File: src/common/alu_fmt_pkg.sv
// number formats of the dot-product datapath: lane count, widths and signed lane types
`default_nettype none

package alu_fmt_pkg;

    // lanes per beat
    localparam int unsigned lane_count = 4;

    // operand width of matrix and vector values
    localparam int unsigned opnd_w = 8;

    // full product of two operands
    localparam int unsigned prod_w = 16;

    // sum of two products, one growth bit
    localparam int unsigned part_w = 17;

    // result slot, sign-extended segment sum
    localparam int unsigned res_w = 26;

    typedef logic signed [opnd_w-1:0] opnd_t;
    typedef logic signed [prod_w-1:0] prod_t;
    typedef logic signed [part_w-1:0] part_t;
    typedef logic signed [res_w-1:0]  res_t;

endpackage

`default_nettype wire

File: src/common/seg_pkg.sv
// break-pattern type and the segment slot and count rules
`default_nettype none

package seg_pkg;

    // bit i set ends a segment after lane i
    typedef logic [alu_fmt_pkg::lane_count-2:0] pattern_t;

    // all four lanes in one segment
    localparam pattern_t no_breaks = '0;

    // slot that takes the segment starting at a lane
    // equals the number of breaks below that lane
    function automatic int unsigned seg_slot(pattern_t p, int unsigned lane);
        int unsigned slot;
        slot = 0;
        for (int unsigned j = 0; j < $bits(pattern_t); j++) begin
            if (j < lane && p[j]) begin
                slot++;
            end
        end
        return slot;
    endfunction

    // segments in a beat, one more than the breaks
    function automatic int unsigned seg_count(pattern_t p);
        return seg_slot(p, alu_fmt_pkg::lane_count) + 1;
    endfunction

endpackage

`default_nettype wire

File: src/common/lane_if.sv
// one beat between pipeline stages: lane values, break pattern and valid
`default_nettype none

interface lane_if #(
    parameter int unsigned lane_w = 16
);

    logic signed [lane_w-1:0] lanes [alu_fmt_pkg::lane_count];
    seg_pkg::pattern_t        pattern;
    logic                     valid;

    // producing stage
    modport src (
        output lanes,
        output pattern,
        output valid
    );

    // consuming stage
    modport dst (
        input lanes,
        input pattern,
        input valid
    );

endinterface

`default_nettype wire

File: src/source/product_stage.sv
// first pipeline level: four signed lane multiplies with registered pattern and valid
`default_nettype none

module product_stage (
    input  logic               clk,
    input  logic               rst,
    input  logic               in_valid,
    input  alu_fmt_pkg::opnd_t mat_lanes [alu_fmt_pkg::lane_count],
    input  alu_fmt_pkg::opnd_t vec_lanes [alu_fmt_pkg::lane_count],
    input  seg_pkg::pattern_t  pattern,
    lane_if.src                prod_out
);

    alu_fmt_pkg::prod_t prod [alu_fmt_pkg::lane_count];

    // 8x8 signed fits 16 bits, -128 * -128 included
    always_comb begin
        for (int i = 0; i < alu_fmt_pkg::lane_count; i++) begin
            prod[i] = mat_lanes[i] * vec_lanes[i];
        end
    end

    always_ff @(posedge clk or negedge rst) begin
        if (!rst) begin
            prod_out.valid <= 1'b0;
        end else begin
            prod_out.valid <= in_valid;
        end
    end

    // products and pattern follow the beat every edge
    always_ff @(posedge clk) begin
        for (int i = 0; i < alu_fmt_pkg::lane_count; i++) begin
            prod_out.lanes[i] <= prod[i];
        end
        prod_out.pattern <= pattern;
    end

endmodule

`default_nettype wire

File: src/reduce/pair_merge_stage.sv
// second pipeline level: merges lane pairs 0-1 and 2-3 unless a break separates them
`default_nettype none

module pair_merge_stage (
    input  logic clk,
    input  logic rst,
    lane_if.dst  prod_in,
    lane_if.src  pair_out
);

    localparam int unsigned pair_count = alu_fmt_pkg::lane_count / 2;

    alu_fmt_pkg::part_t merged [alu_fmt_pkg::lane_count];

    // pair k covers lanes 2k and 2k+1, split by pattern bit 2k
    always_comb begin
        for (int k = 0; k < pair_count; k++) begin
            if (!prod_in.pattern[2*k]) begin
                // same segment, sum lands in the lower lane
                merged[2*k]   = alu_fmt_pkg::part_t'(prod_in.lanes[2*k])
                              + alu_fmt_pkg::part_t'(prod_in.lanes[2*k+1]);
                merged[2*k+1] = '0;
            end else begin
                merged[2*k]   = alu_fmt_pkg::part_t'(prod_in.lanes[2*k]);
                merged[2*k+1] = alu_fmt_pkg::part_t'(prod_in.lanes[2*k+1]);
            end
        end
    end

    always_ff @(posedge clk or negedge rst) begin
        if (!rst) begin
            pair_out.valid <= 1'b0;
        end else begin
            pair_out.valid <= prod_in.valid;
        end
    end

    // partials and pattern move on every edge
    always_ff @(posedge clk) begin
        for (int i = 0; i < alu_fmt_pkg::lane_count; i++) begin
            pair_out.lanes[i] <= merged[i];
        end
        pair_out.pattern <= prod_in.pattern;
    end

endmodule

`default_nettype wire

File: src/reduce/segment_pack_stage.sv
// last pipeline level: joins across lanes 1-2, packs segment sums left-aligned into slots
`default_nettype none

module segment_pack_stage (
    input  logic              clk,
    input  logic              rst,
    lane_if.dst               pair_in,
    output logic              out_valid,
    output alu_fmt_pkg::res_t res_slots [alu_fmt_pkg::lane_count]
);

    alu_fmt_pkg::res_t                 grp [alu_fmt_pkg::lane_count];
    alu_fmt_pkg::res_t                 slots_next [alu_fmt_pkg::lane_count];
    logic [alu_fmt_pkg::lane_count-1:0] seg_start;
    int unsigned                       seg_total;

    // after this block each segment sum sits in its first lane
    always_comb begin
        for (int i = 0; i < alu_fmt_pkg::lane_count; i++) begin
            grp[i] = alu_fmt_pkg::res_t'(pair_in.lanes[i]);
        end
        if (!pair_in.pattern[1]) begin
            // right group joins whichever lane holds lane 1's partial
            if (pair_in.pattern[0]) begin
                grp[1] = grp[1] + grp[2];
            end else begin
                grp[0] = grp[0] + grp[2];
            end
            grp[2] = '0;
        end
    end

    // lane 0 always opens a segment, any other lane only after a break
    always_comb begin
        seg_start[0] = 1'b1;
        for (int i = 1; i < alu_fmt_pkg::lane_count; i++) begin
            seg_start[i] = pair_in.pattern[i-1];
        end
    end

    assign seg_total = seg_pkg::seg_count(pair_in.pattern);

    // slot s takes the segment whose start lane has s breaks below it
    always_comb begin
        for (int s = 0; s < alu_fmt_pkg::lane_count; s++) begin
            slots_next[s] = '0;
            if (s < seg_total) begin
                for (int i = 0; i < alu_fmt_pkg::lane_count; i++) begin
                    if (seg_start[i] && seg_pkg::seg_slot(pair_in.pattern, i) == s) begin
                        slots_next[s] = grp[i];
                    end
                end
            end
        end
    end

    always_ff @(posedge clk or negedge rst) begin
        if (!rst) begin
            out_valid <= 1'b0;
            for (int s = 0; s < alu_fmt_pkg::lane_count; s++) begin
                res_slots[s] <= '0;
            end
        end else begin
            out_valid <= pair_in.valid;
            for (int s = 0; s < alu_fmt_pkg::lane_count; s++) begin
                res_slots[s] <= slots_next[s];
            end
        end
    end

endmodule

`default_nettype wire

File: src/source/matvec_alu_top.sv
// top level of the segmented dot-product unit: operand unpacking and stage chain
`default_nettype none

module matvec_alu_top (
    input  logic                 clk,
    input  logic                 rst,
    input  logic                 in_valid,
    input  logic [alu_fmt_pkg::lane_count*alu_fmt_pkg::opnd_w-1:0] mat_word,
    input  logic [alu_fmt_pkg::lane_count*alu_fmt_pkg::opnd_w-1:0] vec_word,
    input  seg_pkg::pattern_t    pattern,
    output logic                 out_valid,
    output alu_fmt_pkg::res_t    res_0,
    output alu_fmt_pkg::res_t    res_1,
    output alu_fmt_pkg::res_t    res_2,
    output alu_fmt_pkg::res_t    res_3
);

    alu_fmt_pkg::opnd_t mat_lanes [alu_fmt_pkg::lane_count];
    alu_fmt_pkg::opnd_t vec_lanes [alu_fmt_pkg::lane_count];
    alu_fmt_pkg::res_t  res_slots [alu_fmt_pkg::lane_count];

    lane_if #(.lane_w(alu_fmt_pkg::prod_w)) prod_bus ();
    lane_if #(.lane_w(alu_fmt_pkg::part_w)) pair_bus ();

    // lane 0 sits in the top byte
    for (genvar gi = 0; gi < alu_fmt_pkg::lane_count; gi++) begin : g_unpack
        localparam int unsigned top_bit = alu_fmt_pkg::opnd_w * (alu_fmt_pkg::lane_count - gi) - 1;
        assign mat_lanes[gi] = mat_word[top_bit -: alu_fmt_pkg::opnd_w];
        assign vec_lanes[gi] = vec_word[top_bit -: alu_fmt_pkg::opnd_w];
    end

    product_stage u_product (
        .clk       (clk),
        .rst       (rst),
        .in_valid  (in_valid),
        .mat_lanes (mat_lanes),
        .vec_lanes (vec_lanes),
        .pattern   (pattern),
        .prod_out  (prod_bus.src)
    );

    pair_merge_stage u_pair_merge (
        .clk      (clk),
        .rst      (rst),
        .prod_in  (prod_bus.dst),
        .pair_out (pair_bus.src)
    );

    segment_pack_stage u_segment_pack (
        .clk       (clk),
        .rst       (rst),
        .pair_in   (pair_bus.dst),
        .out_valid (out_valid),
        .res_slots (res_slots)
    );

    assign res_0 = res_slots[0];
    assign res_1 = res_slots[1];
    assign res_2 = res_slots[2];
    assign res_3 = res_slots[3];

endmodule

`default_nettype wire

File: config.mk
export PLATFORM = sky130hd
export DESIGN_NAME = matvec_alu_top
export DESIGN_NICKNAME = d
export VERILOG_FILES = /design/src/common/alu_fmt_pkg.sv /design/src/common/seg_pkg.sv /design/src/common/lane_if.sv /design/src/source/product_stage.sv /design/src/reduce/pair_merge_stage.sv /design/src/reduce/segment_pack_stage.sv /design/src/source/matvec_alu_top.sv
export SDC_FILE = /design/constraint.sdc
export NUM_CORES = 1
export LEC_CHECK = 0
export BUFFER_PORTS_ARGS = -buffer_cell sky130_fd_sc_hd__buf_2
export CELL_PAD_IN_SITES_DETAIL_PLACEMENT = 0
export CELL_PAD_IN_SITES_GLOBAL_PLACEMENT = 1
export CORE_MARGIN = 2
export CORE_UTILIZATION = 52
export CTS_BUF_LIST = sky130_fd_sc_hd__clkbuf_16
export CTS_CLUSTER_DIAMETER = 30
export DETAILED_ROUTE_END_ITERATION = 8
export PLACE_DENSITY_LB_ADDON = 0.1
export SLEW_MARGIN = 20
export SYNTH_ARGS = -nofsm -noshare
export SYNTH_HDL_FRONTEND = slang
export SYNTH_HIERARCHICAL = 1
export SYNTH_SLANG_ARGS = --single-unit
File: constraint.sdc
create_clock -name clk -period 4.78 [get_ports clk]
set_clock_uncertainty 0.2 [all_clocks]
set_input_delay 0.956 -clock clk [delete_from_list [all_inputs] [get_ports clk]]
set_output_delay 0.956 -clock clk [all_outputs]
set_load 0.05 [all_outputs]
==> results.cfg, run 1 <==
[die]
die_area_um2 = 40700
io_pins = 175
core-area_um2 = 38600
initial_core_util_pct = 52.6
rows = 72
die_height_um = 202
die_w_um = 202

[setup_path]
worstSetupPathType = input port to register
r2r-start = u_pair_merge/pair_out.pattern[0]
path_cells = buf_2 > and2_4 > fa_1 > inv_2 > fa_1 > inv_2 > fa_1 > inv_1 > fa_1 > inv_2 > ha_4 > o21ai_2 > o21ai_2 > o311a_1 > a311o_1 > o31a_1 > xnor2_1
crit_family = adder cells
cp-startpoint = vec_word[25]
cp.arrival_ns = 4.89
cp-endpoint = u_product/prod_out.lanes[63]
r2r_end = u_segment_pack/res_slots[91]
rr_worst_depth = 12
cp.depth = 17
timing.critical_path.mode_cell = fa_1
critPathBufInv = 5
slowest_delay_ns = 0.53
end_kind = register
cp_slowest_cell = fa_1
r2r_slack_ns = 1.25
startpoint_type = input port
required_ns = 4.96
crit_path_max_fanout = 2

[timing]
period_share_pct = 98.5
period_needed_ns = 4.71
tightest_slew_ns = 0.874
drv_slew = 0
clock.fmax_mhz = 212
setup_violations = 0
hold_violations = 0
rsz0062_at_grt = true
slew_headroom_pct = 41.7

[synth]
netlist.area_leader.share_pct = 22.2
syn_nets = 2705
synthDistinctLibCells = 82
synth_area_um2 = 20300
synth_edf_count = 0
synth_cells = 2219
synth_area_leaders = fa_1, dfxtp_1, ha_1, dfrtp_1, and2_1
yosysTopAreaCell = fa_1
ys_seq_elements = 209
ys_async_sr_fraction_pct = 34.9
syn_area_per_cell_um2 = 9.16
ys.flop_type = dfxtp_1
ys_seq_area_share_pct = 22.4
yosysWarnings = 6

[drt]
routed.top_layer = met4
firstDrtPassIters = 7
routedLengthMet1_mm = 23.4
antenna_left = 0
drc = 0
wl_met2_mm = 23.2
num_vias = 16208
wire_per_inst_um = 16.5
first_iter_violations = 825
drt-total-wl_mm = 51.1
via_per_inst = 5.23
dr_wl_met3_mm = 2.80

[cts]
clk_pin_slew_ns = 0.05
clock_path_buffers = 3
cts_tree = done
clkSinkCount = 209
cts_hold_buffers = 0
numCtsBuffers = 38
cts_max_level = 2
root_buffer = clkbuf_16
insertion_delay_ns = 0.51

[layout]
layout_common_cells = inv_1, fa_1, and2_1
fin_area_um2 = 24400
nNetsFinal = 3038
multi_input_area_um2 = 14200
seqCellArea_um2 = 4550
final_common_cell = inv_1
n_antenna_cell = 0
area_delta_synth_final_pct = 20.3
layout-drive-gt1-share_pct = 19.9
n_fill_cell = 3362

[run_status]
status = finished clean

[power]
p_comb_share_pct = 65.0
p_clk_share_pct = 15.9
report.power.total_mw = 16.4
pwr_density_cell_nw_per_um2 = 671
power.internal_mw = 8.92
peakVddDrop_mv = 0.470
switching_power_mw = 7.47
p_seq_share_pct = 19.1
p_leak_nw = 12.1
switching_share_pct = 45.6

[worst_hold_path]
hp-class = register to register
holdPathStages = 0

[placed_design]
place_congestion = 0.912
placed_area_um2 = 23000
place_hpwl_mm = 41.9
port_buffers = 174

[global_routing]
first_global_vias = 16438
grt_max_degree = 74
antenna_found_initial = 0
grt_pass1_wl_mm = 83.8
grt_usage_pct = 25.5
overflow = 0

[run]
drv_cap = 0
-- worst register-to-register path, cell delays in order, from the launching register on --
cell	delay, ns
dfxtp_1	0.41
inv_1	0.18
fa_1	0.64
inv_1	0.08
ha_1	0.24
ha_1	0.30
o41a_1	0.20
buf_4	0.25
and2_1	0.43
nor2_4	0.11
o221ai_1	0.10
a21oi_1	0.07
a21o_1	0.21
-- cells in the mapped netlist (12+ instances only) --
cell type,number
nor2_1,82
dfrtp_1,73
dfxtp_1,136
a211oi_1,14
o21ai_0,72
nand2_1,171
fa_1,225
inv_1,336
o211ai_1,15
o21ai_1,22
xnor2_1,76
nand2b_1,28
a21oi_1,105
a22o_1,12
and2_1,213
nand3_1,45
xor2_1,30
buf_4,37
a22oi_1,24
nor2b_1,40
a21o_1,29
nor3_1,19
a31oi_1,12
o21a_1,16
clkbuf_1,45
ha_1,191
-- worst min path at each step --
stage,endpoint,start
2_1_floorplan,u_pair_merge/pair_out.pattern[1],u_product/prod_out.pattern[1]
3_3_place_gp,u_pair_merge/pair_out.pattern[1],u_product/prod_out.pattern[1]
3_5_place_dp,u_pair_merge/pair_out.pattern[1],u_product/prod_out.pattern[1]
4_1_cts,u_pair_merge/pair_out.pattern[1],u_product/prod_out.pattern[1]
5_1_grt,u_pair_merge/pair_out.pattern[1],u_product/prod_out.pattern[1]
6_report,u_pair_merge/pair_out.pattern[1],u_product/prod_out.pattern[1]
-- stage by stage --
stage / worst slack [ns] / TNS [ns] / cells / hold slack, ns / util (%)
final: 0.0700 / 0 / 3100 / 0.127 / 63.3
after global routing: -0.0772 / -0.0772 / 3100 / 0.137 / 63.3
after CTS: 0.0555 / 0 / 3099 / 0.130 / 62.8
after detailed placement: -0.482 / -5.72 / 3029 / 0.119 / 59.5
after global placement: -0.442 / -4.74 / 3029 / 0.111 / 59.5
after floorplan: -0.212 / -0.212 / 2219 / 0.110 / -
-- flip-flops by register name, indices dropped and copies added, names as in the netlist --
register,flops
u_pair_merge/pair_out.lanes,66
u_pair_merge/pair_out.pattern,3
u_pair_merge/pair_out.valid,1
u_product/prod_out.lanes,64
u_product/prod_out.pattern,3
u_product/prod_out.valid,1
u_segment_pack/out_valid,1
u_segment_pack/res_slots,70
-- cell type report --
cell class	instances	area share, %
Multi-Input combinational cell	1584	58.3
Sequential cell	209	18.6
Timing Repair Buffer	382	10.1
Inverter	337	5.17
Clock buffer	39	3.99
Tap cell	518	2.65
Clock inverter	31	1.21
-- repair_timing --
| item | 4_1_cts | 5_1_grt |
|---|---|---|
| endpoints found under the hold margin | 0 | 0 |
| gates resized for setup | 0 | 42 |
| setup buffers | 0 | 1 |
| endpoints found under the setup margin | 0 | 8 |
-- power groups by stage --
stage	Combinational [mW]	Sequential (mW)	Clock [mW]
6_report	10.7	3.13	2.60
5_1_grt	12.0	3.17	2.75
4_1_cts	10.5	3.12	2.65
3_5_place_dp	10.4	3.15	0
3_3_place_gp	10.2	3.15	0
2_1_floorplan	7.27	3.18	0
-- layer usage --
metal | global-route usage (%) | up-vias
li1 | - | 7919
met1 | 35.4 | 7689
met2 | 41.7 | 509
met3 | 3.00 | 91
met4 | 8.19 | 0
met5 | 0 | -
-- logic make-up (layout without fill, tap and decap cells) --
family | Yosys count | count (layout) | share of synthesized area [%]
AOI/OAI and AO/OA | 408 | 408 | 13.3
and+or+nand+nor | 641 | 641 | 16.5
DFF | 209 | 209 | 22.4
adders and majority gates | 416 | 416 | 33.9
xor gates and xnor gates | 106 | 106 | 4.57
muxes | 13 | 13 | 0.708
buffers and inverters | 426 | 789 | 8.62
No activity file was read; power rests on OpenSTA's default activity.
==> inputs of run 2 (changes only) <==
--- a/config.mk
+++ b/config.mk
@@ -14,6 +14,7 @@
 export CTS_CLUSTER_DIAMETER = 30
 export DETAILED_ROUTE_END_ITERATION = 8
 export PLACE_DENSITY_LB_ADDON = 0.1
+export REMOVE_ABC_BUFFERS = 1
 export SLEW_MARGIN = 20
 export SYNTH_ARGS = -nofsm -noshare
 export SYNTH_HDL_FRONTEND = slang
==> run 2 against run 1 <==
Against the previous run:
- register-to-register slack gained 0.10 ns
- first-iteration DRC count shrank 0.36%
- sequential power is essentially flat
- critical endpoint unchanged
- largest cell class unchanged
==> results.cfg, run 2 (synthesis gave the netlist of run 1 again) <==
[layout]
layout_common_cells = inv_1, fa_1, buf_4
layout-drive-gt1-share_pct = 20.4
area_delta_synth_final_pct = 20.3
n_antenna_cell = 0
top_register = u_segment_pack/res_slots
instances_no_fill = 3096
reg_top3 = u_segment_pack/res_slots: 70 flops, u_pair_merge/pair_out.lanes: 66 flops, u_product/prod_out.lanes: 64 flops
final_common_cell = inv_1
largest_register_ffs = 70
nNetsFinal = 3041
n_fill_cell = 3291

[global_routing]
overflow = 0
grt_usage_pct = 25.1
antenna_found_initial = 0
grt_pass1_wl_mm = 82.8
first_global_vias = 16243
grt_max_degree = 54

[cts]
cts_tree = done
root_buffer = clkbuf_16
numCtsBuffers = 34
insertion_delay_ns = 0.51
cts_hold_buffers = 0
clock_path_buffers = 3
clkSinkCount = 209
cts_max_level = 2
clk_pin_slew_ns = 0.05

[die]
io_pins = 175
core-area_um2 = 38600
rows = 72
initial_core_util_pct = 52.6
die_area_um2 = 40700
die_w_um = 202
die_height_um = 202

[setup_path]
rr_worst_depth = 9
r2r-start = u_pair_merge/pair_out.pattern[0]
required_ns = 4.96
critPathBufInv = 5
timing.critical_path.mode_cell = fa_1
cp_slowest_cell = fa_1
end_kind = register
cp.arrival_ns = 4.89
path_cells = buf_6 > and2_4 > fa_1 > inv_2 > fa_1 > inv_2 > fa_1 > inv_1 > fa_1 > inv_2 > ha_4 > o21ai_2 > o21ai_2 > o311a_1 > a311o_1 > o31a_1 > xnor2_1
crit_family = adder cells
slowest_delay_ns = 0.54
r2r_slack_ns = 1.35
crit_path_max_fanout = 2
r2r_end = u_segment_pack/res_slots[7]
startpoint_type = input port
worstSetupPathType = input port to register

[timing]
setup_violations = 0
clock.fmax_mhz = 212
tns_ns = 0
drv_slew = 0
period_needed_ns = 4.72
hold_violations = 0
slew_headroom_pct = 46.9
tightest_slew_ns = 0.794
period_share_pct = 98.7
rsz0062_at_grt = true

[run_status]
status = finished clean

[drt]
antenna_left = 0
firstDrtPassIters = 6
num_vias = 16111
drc = 0
first_iter_violations = 822
drt-total-wl_mm = 50.1
via_per_inst = 5.20
wire_per_inst_um = 16.2

[power]
p_leak_nw = 12.0
pwr_density_cell_nw_per_um2 = 666
peakVddDrop_mv = 0.340

[worst_hold_path]
holdPathEnd = u_pair_merge/pair_out.pattern[1]
holdPathStages = 0
hold_path.startpoint = u_product/prod_out.pattern[1]
hp-class = register to register

[placed_design]
port_buffers = 174
place_congestion = 0.940
placedCellCount = 3035
place_hpwl_mm = 41.5

[run]
drv_cap = 0
## run 2: changes by cell type in the layout (fill, tap and decap cells not counted), sizes merged
cell | previous run | this run
bufinv | 3 | 4
clkinv | 5 | 10
inv | 356 | 344
buf | 380 | 389
clkbuf | 41 | 35
clkinvlp | 4 | 3
## run 2: layer usage
| metal | vias to the layer above | global-route usage, % | routed length [um] |
|---|---|---|---|
| met5 | - | 0 | 0 |
| met4 | 0 | 8.27 | 1630 |
| met3 | 73 | 2.46 | 2120 |
| met2 | 405 | 40.5 | 22700 |
| met1 | 7710 | 35.5 | 23600 |
| li1 | 7923 | - | - |
## run 2: final cells by class
| class | count | area (um^2) | share of cell area, % |
|---|---|---|---|
| clock buffer | 35 | 876 | 3.58 |
| timing repair buffer | 389 | 2520 | 10.3 |
| inverter | 337 | 1260 | 5.18 |
| sequential | 209 | 4550 | 18.6 |
| multi-input combinational | 1584 | 14300 | 58.5 |
| tap | 518 | 648 | 2.65 |
| clock inverter | 24 | 284 | 1.16 |
## run 2: through the flow
step | power, mW | instance area (um^2) | setup WS (ns) | util, % | hold slack [ns]
after floorplan | 10.2 | 19800 | -0.361 | - | 0.110
after global placement | 13.3 | 23000 | -0.580 | 59.4 | 0.119
after detailed placement | 13.4 | 23000 | -0.578 | 59.4 | 0.120
after CTS | 15.9 | 24100 | 0.00561 | 62.4 | 0.145
after global routing | 17.8 | 24400 | -0.0246 | 63.2 | 0.156
final | 16.3 | 24400 | 0.0639 | 63.2 | 0.145
## run 2: worst max-delay path by stage
| stage | startpoint | end | cells past startpoint | slack [ns] |
|---|---|---|---|---|
| after floorplan | mat_word[27] | u_product/prod_out.lanes[63] | 16 | -0.36 |
| after global placement | mat_word[27] | u_product/prod_out.lanes[63] | 17 | -0.58 |
| after detailed placement | vec_word[31] | u_product/prod_out.lanes[63] | 16 | -0.58 |
| after CTS | vec_word[27] | u_product/prod_out.lanes[63] | 17 | 0.006 |
| after global routing | vec_word[12] | u_product/prod_out.lanes[30] | 17 | -0.02 |
| final | mat_word[30] | u_product/prod_out.lanes[63] | 17 | 0.06 |
## run 2: what timing repair did
item	in CTS	in global routing
setup endpoints to repair	1	12
resized for setup	2	65
pin swaps	2	51
buffers inserted	1	1
cloned	0	0
## run 2: power by group
part	internal, mW	leakage (nW)	total, mW	switching (mW)
registers	2.41	2.11	3.10	0.687
clock network	1.57	0.563	2.43	0.856
logic	4.89	9.36	10.8	5.87
total	8.87	12.0	16.3	7.41
==> inputs of run 3 (changes only) <==
--- a/config.mk
+++ b/config.mk
@@ -5,11 +5,12 @@
 export SDC_FILE = /design/constraint.sdc
 export NUM_CORES = 1
 export LEC_CHECK = 0
+export ABC_AREA = 1
 export BUFFER_PORTS_ARGS = -buffer_cell sky130_fd_sc_hd__buf_2
 export CELL_PAD_IN_SITES_DETAIL_PLACEMENT = 0
 export CELL_PAD_IN_SITES_GLOBAL_PLACEMENT = 1
 export CORE_MARGIN = 2
-export CORE_UTILIZATION = 52
+export CORE_UTILIZATION = 49
 export CTS_BUF_LIST = sky130_fd_sc_hd__clkbuf_16
 export CTS_CLUSTER_DIAMETER = 30
 export DETAILED_ROUTE_END_ITERATION = 8
==> run 3 against run 2 <==
Against the previous run:
- clock power up 21%
- routed wire length up 11%
- cell count up 27%
- synthesized cell count up 40%
- via count up 18%
- final area up 4.8%
- sequential power down 4%
- combinational power about the same
- register-to-register slack worse by 0.24 ns
- critical path depth unchanged
- global-route usage down 0.41 points
- largest power group unchanged
- highest routed layer unchanged
==> results.cfg, run 3 <==
[layout]
layout-drive-gt1-share_pct = 12.9
n_antenna_cell = 0
top_register = u_segment_pack/res_slots
layout_common_cells = nand2_1, inv_1, fa_1
largest_register_ffs = 70
fin_area_um2 = 25600
area_delta_synth_final_pct = 15.7
reg_top3 = u_segment_pack/res_slots: 70 flops, u_pair_merge/pair_out.lanes: 66 flops, u_product/prod_out.lanes: 64 flops
instances_no_fill = 3945
final_common_cell = nand2_1
nNetsFinal = 3806
utilization_pct = 57.7

[timing]
period_share_pct = 94.2
tightest_slew_ns = 0.795
hold_violations = 0
rsz0062_at_grt = false
slew_headroom_pct = 47.0
setup_violations = 0
setup_slack_ns = 0.278
period_needed_ns = 4.50
clock.fmax_mhz = 222
drv_slew = 0

[setup_path]
crit_path_max_fanout = 3
path_cells = buf_2 > inv_1 > or2_2 > fa_1 > fa_1 > inv_1 > fa_1 > inv_1 > fa_1 > inv_1 > ha_1 > a21oi_1 > nor2_1 > o21ai_0 > nand3_1 > nand2_1 > nand2_1
cp.arrival_ns = 4.74
startpoint_type = input port
cp_slowest_cell = fa_1
end_kind = register
worstSetupPathType = input port to register
critPathBufInv = 5
crit_family = adder cells
r2r_slack_ns = 1.11
required_ns = 5.02
slowest_delay_ns = 0.55

[drt]
wire_per_inst_um = 14.0
routed.top_layer = met4
antenna_left = 0
routedLengthMet1_mm = 25.5
drt-total-wl_mm = 55.4
firstDrtPassIters = 6
num_vias = 19048
first_iter_violations = 1038
wl_met2_mm = 26.3
dr_wl_met3_mm = 2.65
via_per_inst = 4.83
drc = 0

[cts]
cts_tree = done
clkSinkCount = 209
cts_max_level = 2
cts_resized = 0
insertion_delay_ns = 0.55
root_buffer = clkbuf_16
cts_hold_buffers = 0
numCtsBuffers = 41
postCtsSetupRepairBufs = 0
clock_path_buffers = 3
clk_pin_slew_ns = 0.05

[global_routing]
grt_usage_pct = 24.6
overflow = 0
first_global_vias = 19263
antenna_found_initial = 0
grt_pass1_wl_mm = 94.4
grt_max_degree = 41

[power]
pwr_density_cell_nw_per_um2 = 658
peakVddDrop_mv = 0.366
report.power.total_mw = 16.9
p_leak_nw = 15.5

[die]
rows = 77
die_w_um = 217
initial_core_util_pct = 49.9
io_pins = 175
die_area_um2 = 46900
die_height_um = 217
core-area_um2 = 44400

[synth]
synthDistinctLibCells = 41
ys_seq_area_share_pct = 20.5
yosysWarnings = 6
netlist.area_leader.share_pct = 20.3
synth_top_family_by_area = adder cells
yosysTopAreaCell = fa_1
ys_seq_elements = 209
synth_area_um2 = 22100
synth_area_leaders = fa_1, nand2_1, inv_1, dfxtp_1, ha_1
synth_adder_area_share_pct = 31.1
synth_edf_count = 0
ys.flop_type = dfxtp_1
syn_area_per_cell_um2 = 7.15
ys_async_sr_fraction_pct = 34.9
synth_cells = 3099
muxShareOfSynthArea_pct = 0
synth_xor_area_share_pct = 2.21
ys_top_cells_by_count = nand2_1, inv_1, fa_1
synth-compound-area-share_pct = 8.13
synth.most_common_cell = nand2_1
synth-simple-area-share_pct = 21.6

[placed_design]
place_ws_ns = -0.297
placed_area_um2 = 24200
placedCellCount = 3869
place_congestion = 0.920
port_buffers = 174
place_hpwl_mm = 46.9

[run]
drv_cap = 0

[worst_hold_path]
hp-class = register to register

[run_status]
status = finished clean
run 3: cell count changes after synthesis, moves of 46 or more:
cell | before | now
nand2_1 | 171 | 819
inv_1 | 336 | 779
and2_1 | 213 | 3
nand3_1 | 45 | 130
nor2_1 | 82 | 148
xnor2_1 | 76 | 28
clkbuf_1 | 45 | 91
run 3: final cells by class:
type	instances	area (um^2)
Multi-Input combinational cell	1965	14000
Sequential cell	209	4550
Clock inverter	34	408
Tap cell	592	741
Clock buffer	42	1050
Timing Repair Buffer	318	1950
Fill cell	4401	18800
Inverter	785	2950
run 3: worst paths after layout:
path                                                     to                             start  cells after the start
max                            u_product/prod_out.lanes[62]                      vec_word[31]                     17
min                        u_pair_merge/pair_out.pattern[1]     u_product/prod_out.pattern[1]                      0
max reg2reg                    u_segment_pack/res_slots[68]  u_pair_merge/pair_out.pattern[1]                     13
min reg2reg                u_pair_merge/pair_out.pattern[1]     u_product/prod_out.pattern[1]                      0
max in group asynchronous      u_segment_pack/res_slots[94]                               rst                      2
min in group asynchronous       u_segment_pack/res_slots[2]                               rst                      1
run 3: cells by family (layout without fill, tap and decap cells):
logic type | Yosys count | after routing
XOR/XNOR | 56 | 56
buffers and inverters | 925 | 1179
AND/OR/NAND/NOR | 1177 | 1177
flip-flops | 209 | 209
adder cells (fa/ha/maj) | 416 | 416
AO/OA/AOI/OAI | 316 | 316
run 3: metal layers:
layer / vias up / GRT usage [%]
met5: - / 0
met4: 0 / 6.23
met3: 66 / 2.53
met2: 441 / 42.7
met1: 8905 / 33.0
li1: 9636 / -
run 3: power by group:
group / switching [mW] / total, mW / leakage [nW] / internal [mW]
sequential: 0.577 / 2.97 / 2.11 / 2.40
clock: 1.06 / 2.95 / 0.700 / 1.89
combinational: 6.63 / 10.9 / 12.7 / 4.31
total: 8.27 / 16.9 / 15.5 / 8.59
run 3: metrics by stage:
| stage | TNS, ns | hold slack (ns) |
|---|---|---|
| 5_1_grt | 0 | 0.153 |
| 6_report | 0 | 0.144 |
| 2_1_floorplan | -0.0117 | 0.110 |
| 3_3_place_gp | -2.27 | 0.130 |
| 3_5_place_dp | -3.79 | 0.136 |
| 4_1_cts | 0 | 0.154 |
run 3: worst register-to-register path: stages, from the launching register on:
cell and delay (ns):
dfxtp_1 0.67, inv_1 0.24, fa_1 0.69, inv_1 0.10
ha_1 0.22, ha_1 0.32, o31ai_4 0.10, buf_4 0.22
nor2_2 0.30, inv_2 0.18, o21ai_0 0.15, inv_1 0.06
nand2_1 0.06, inv_1 0.04
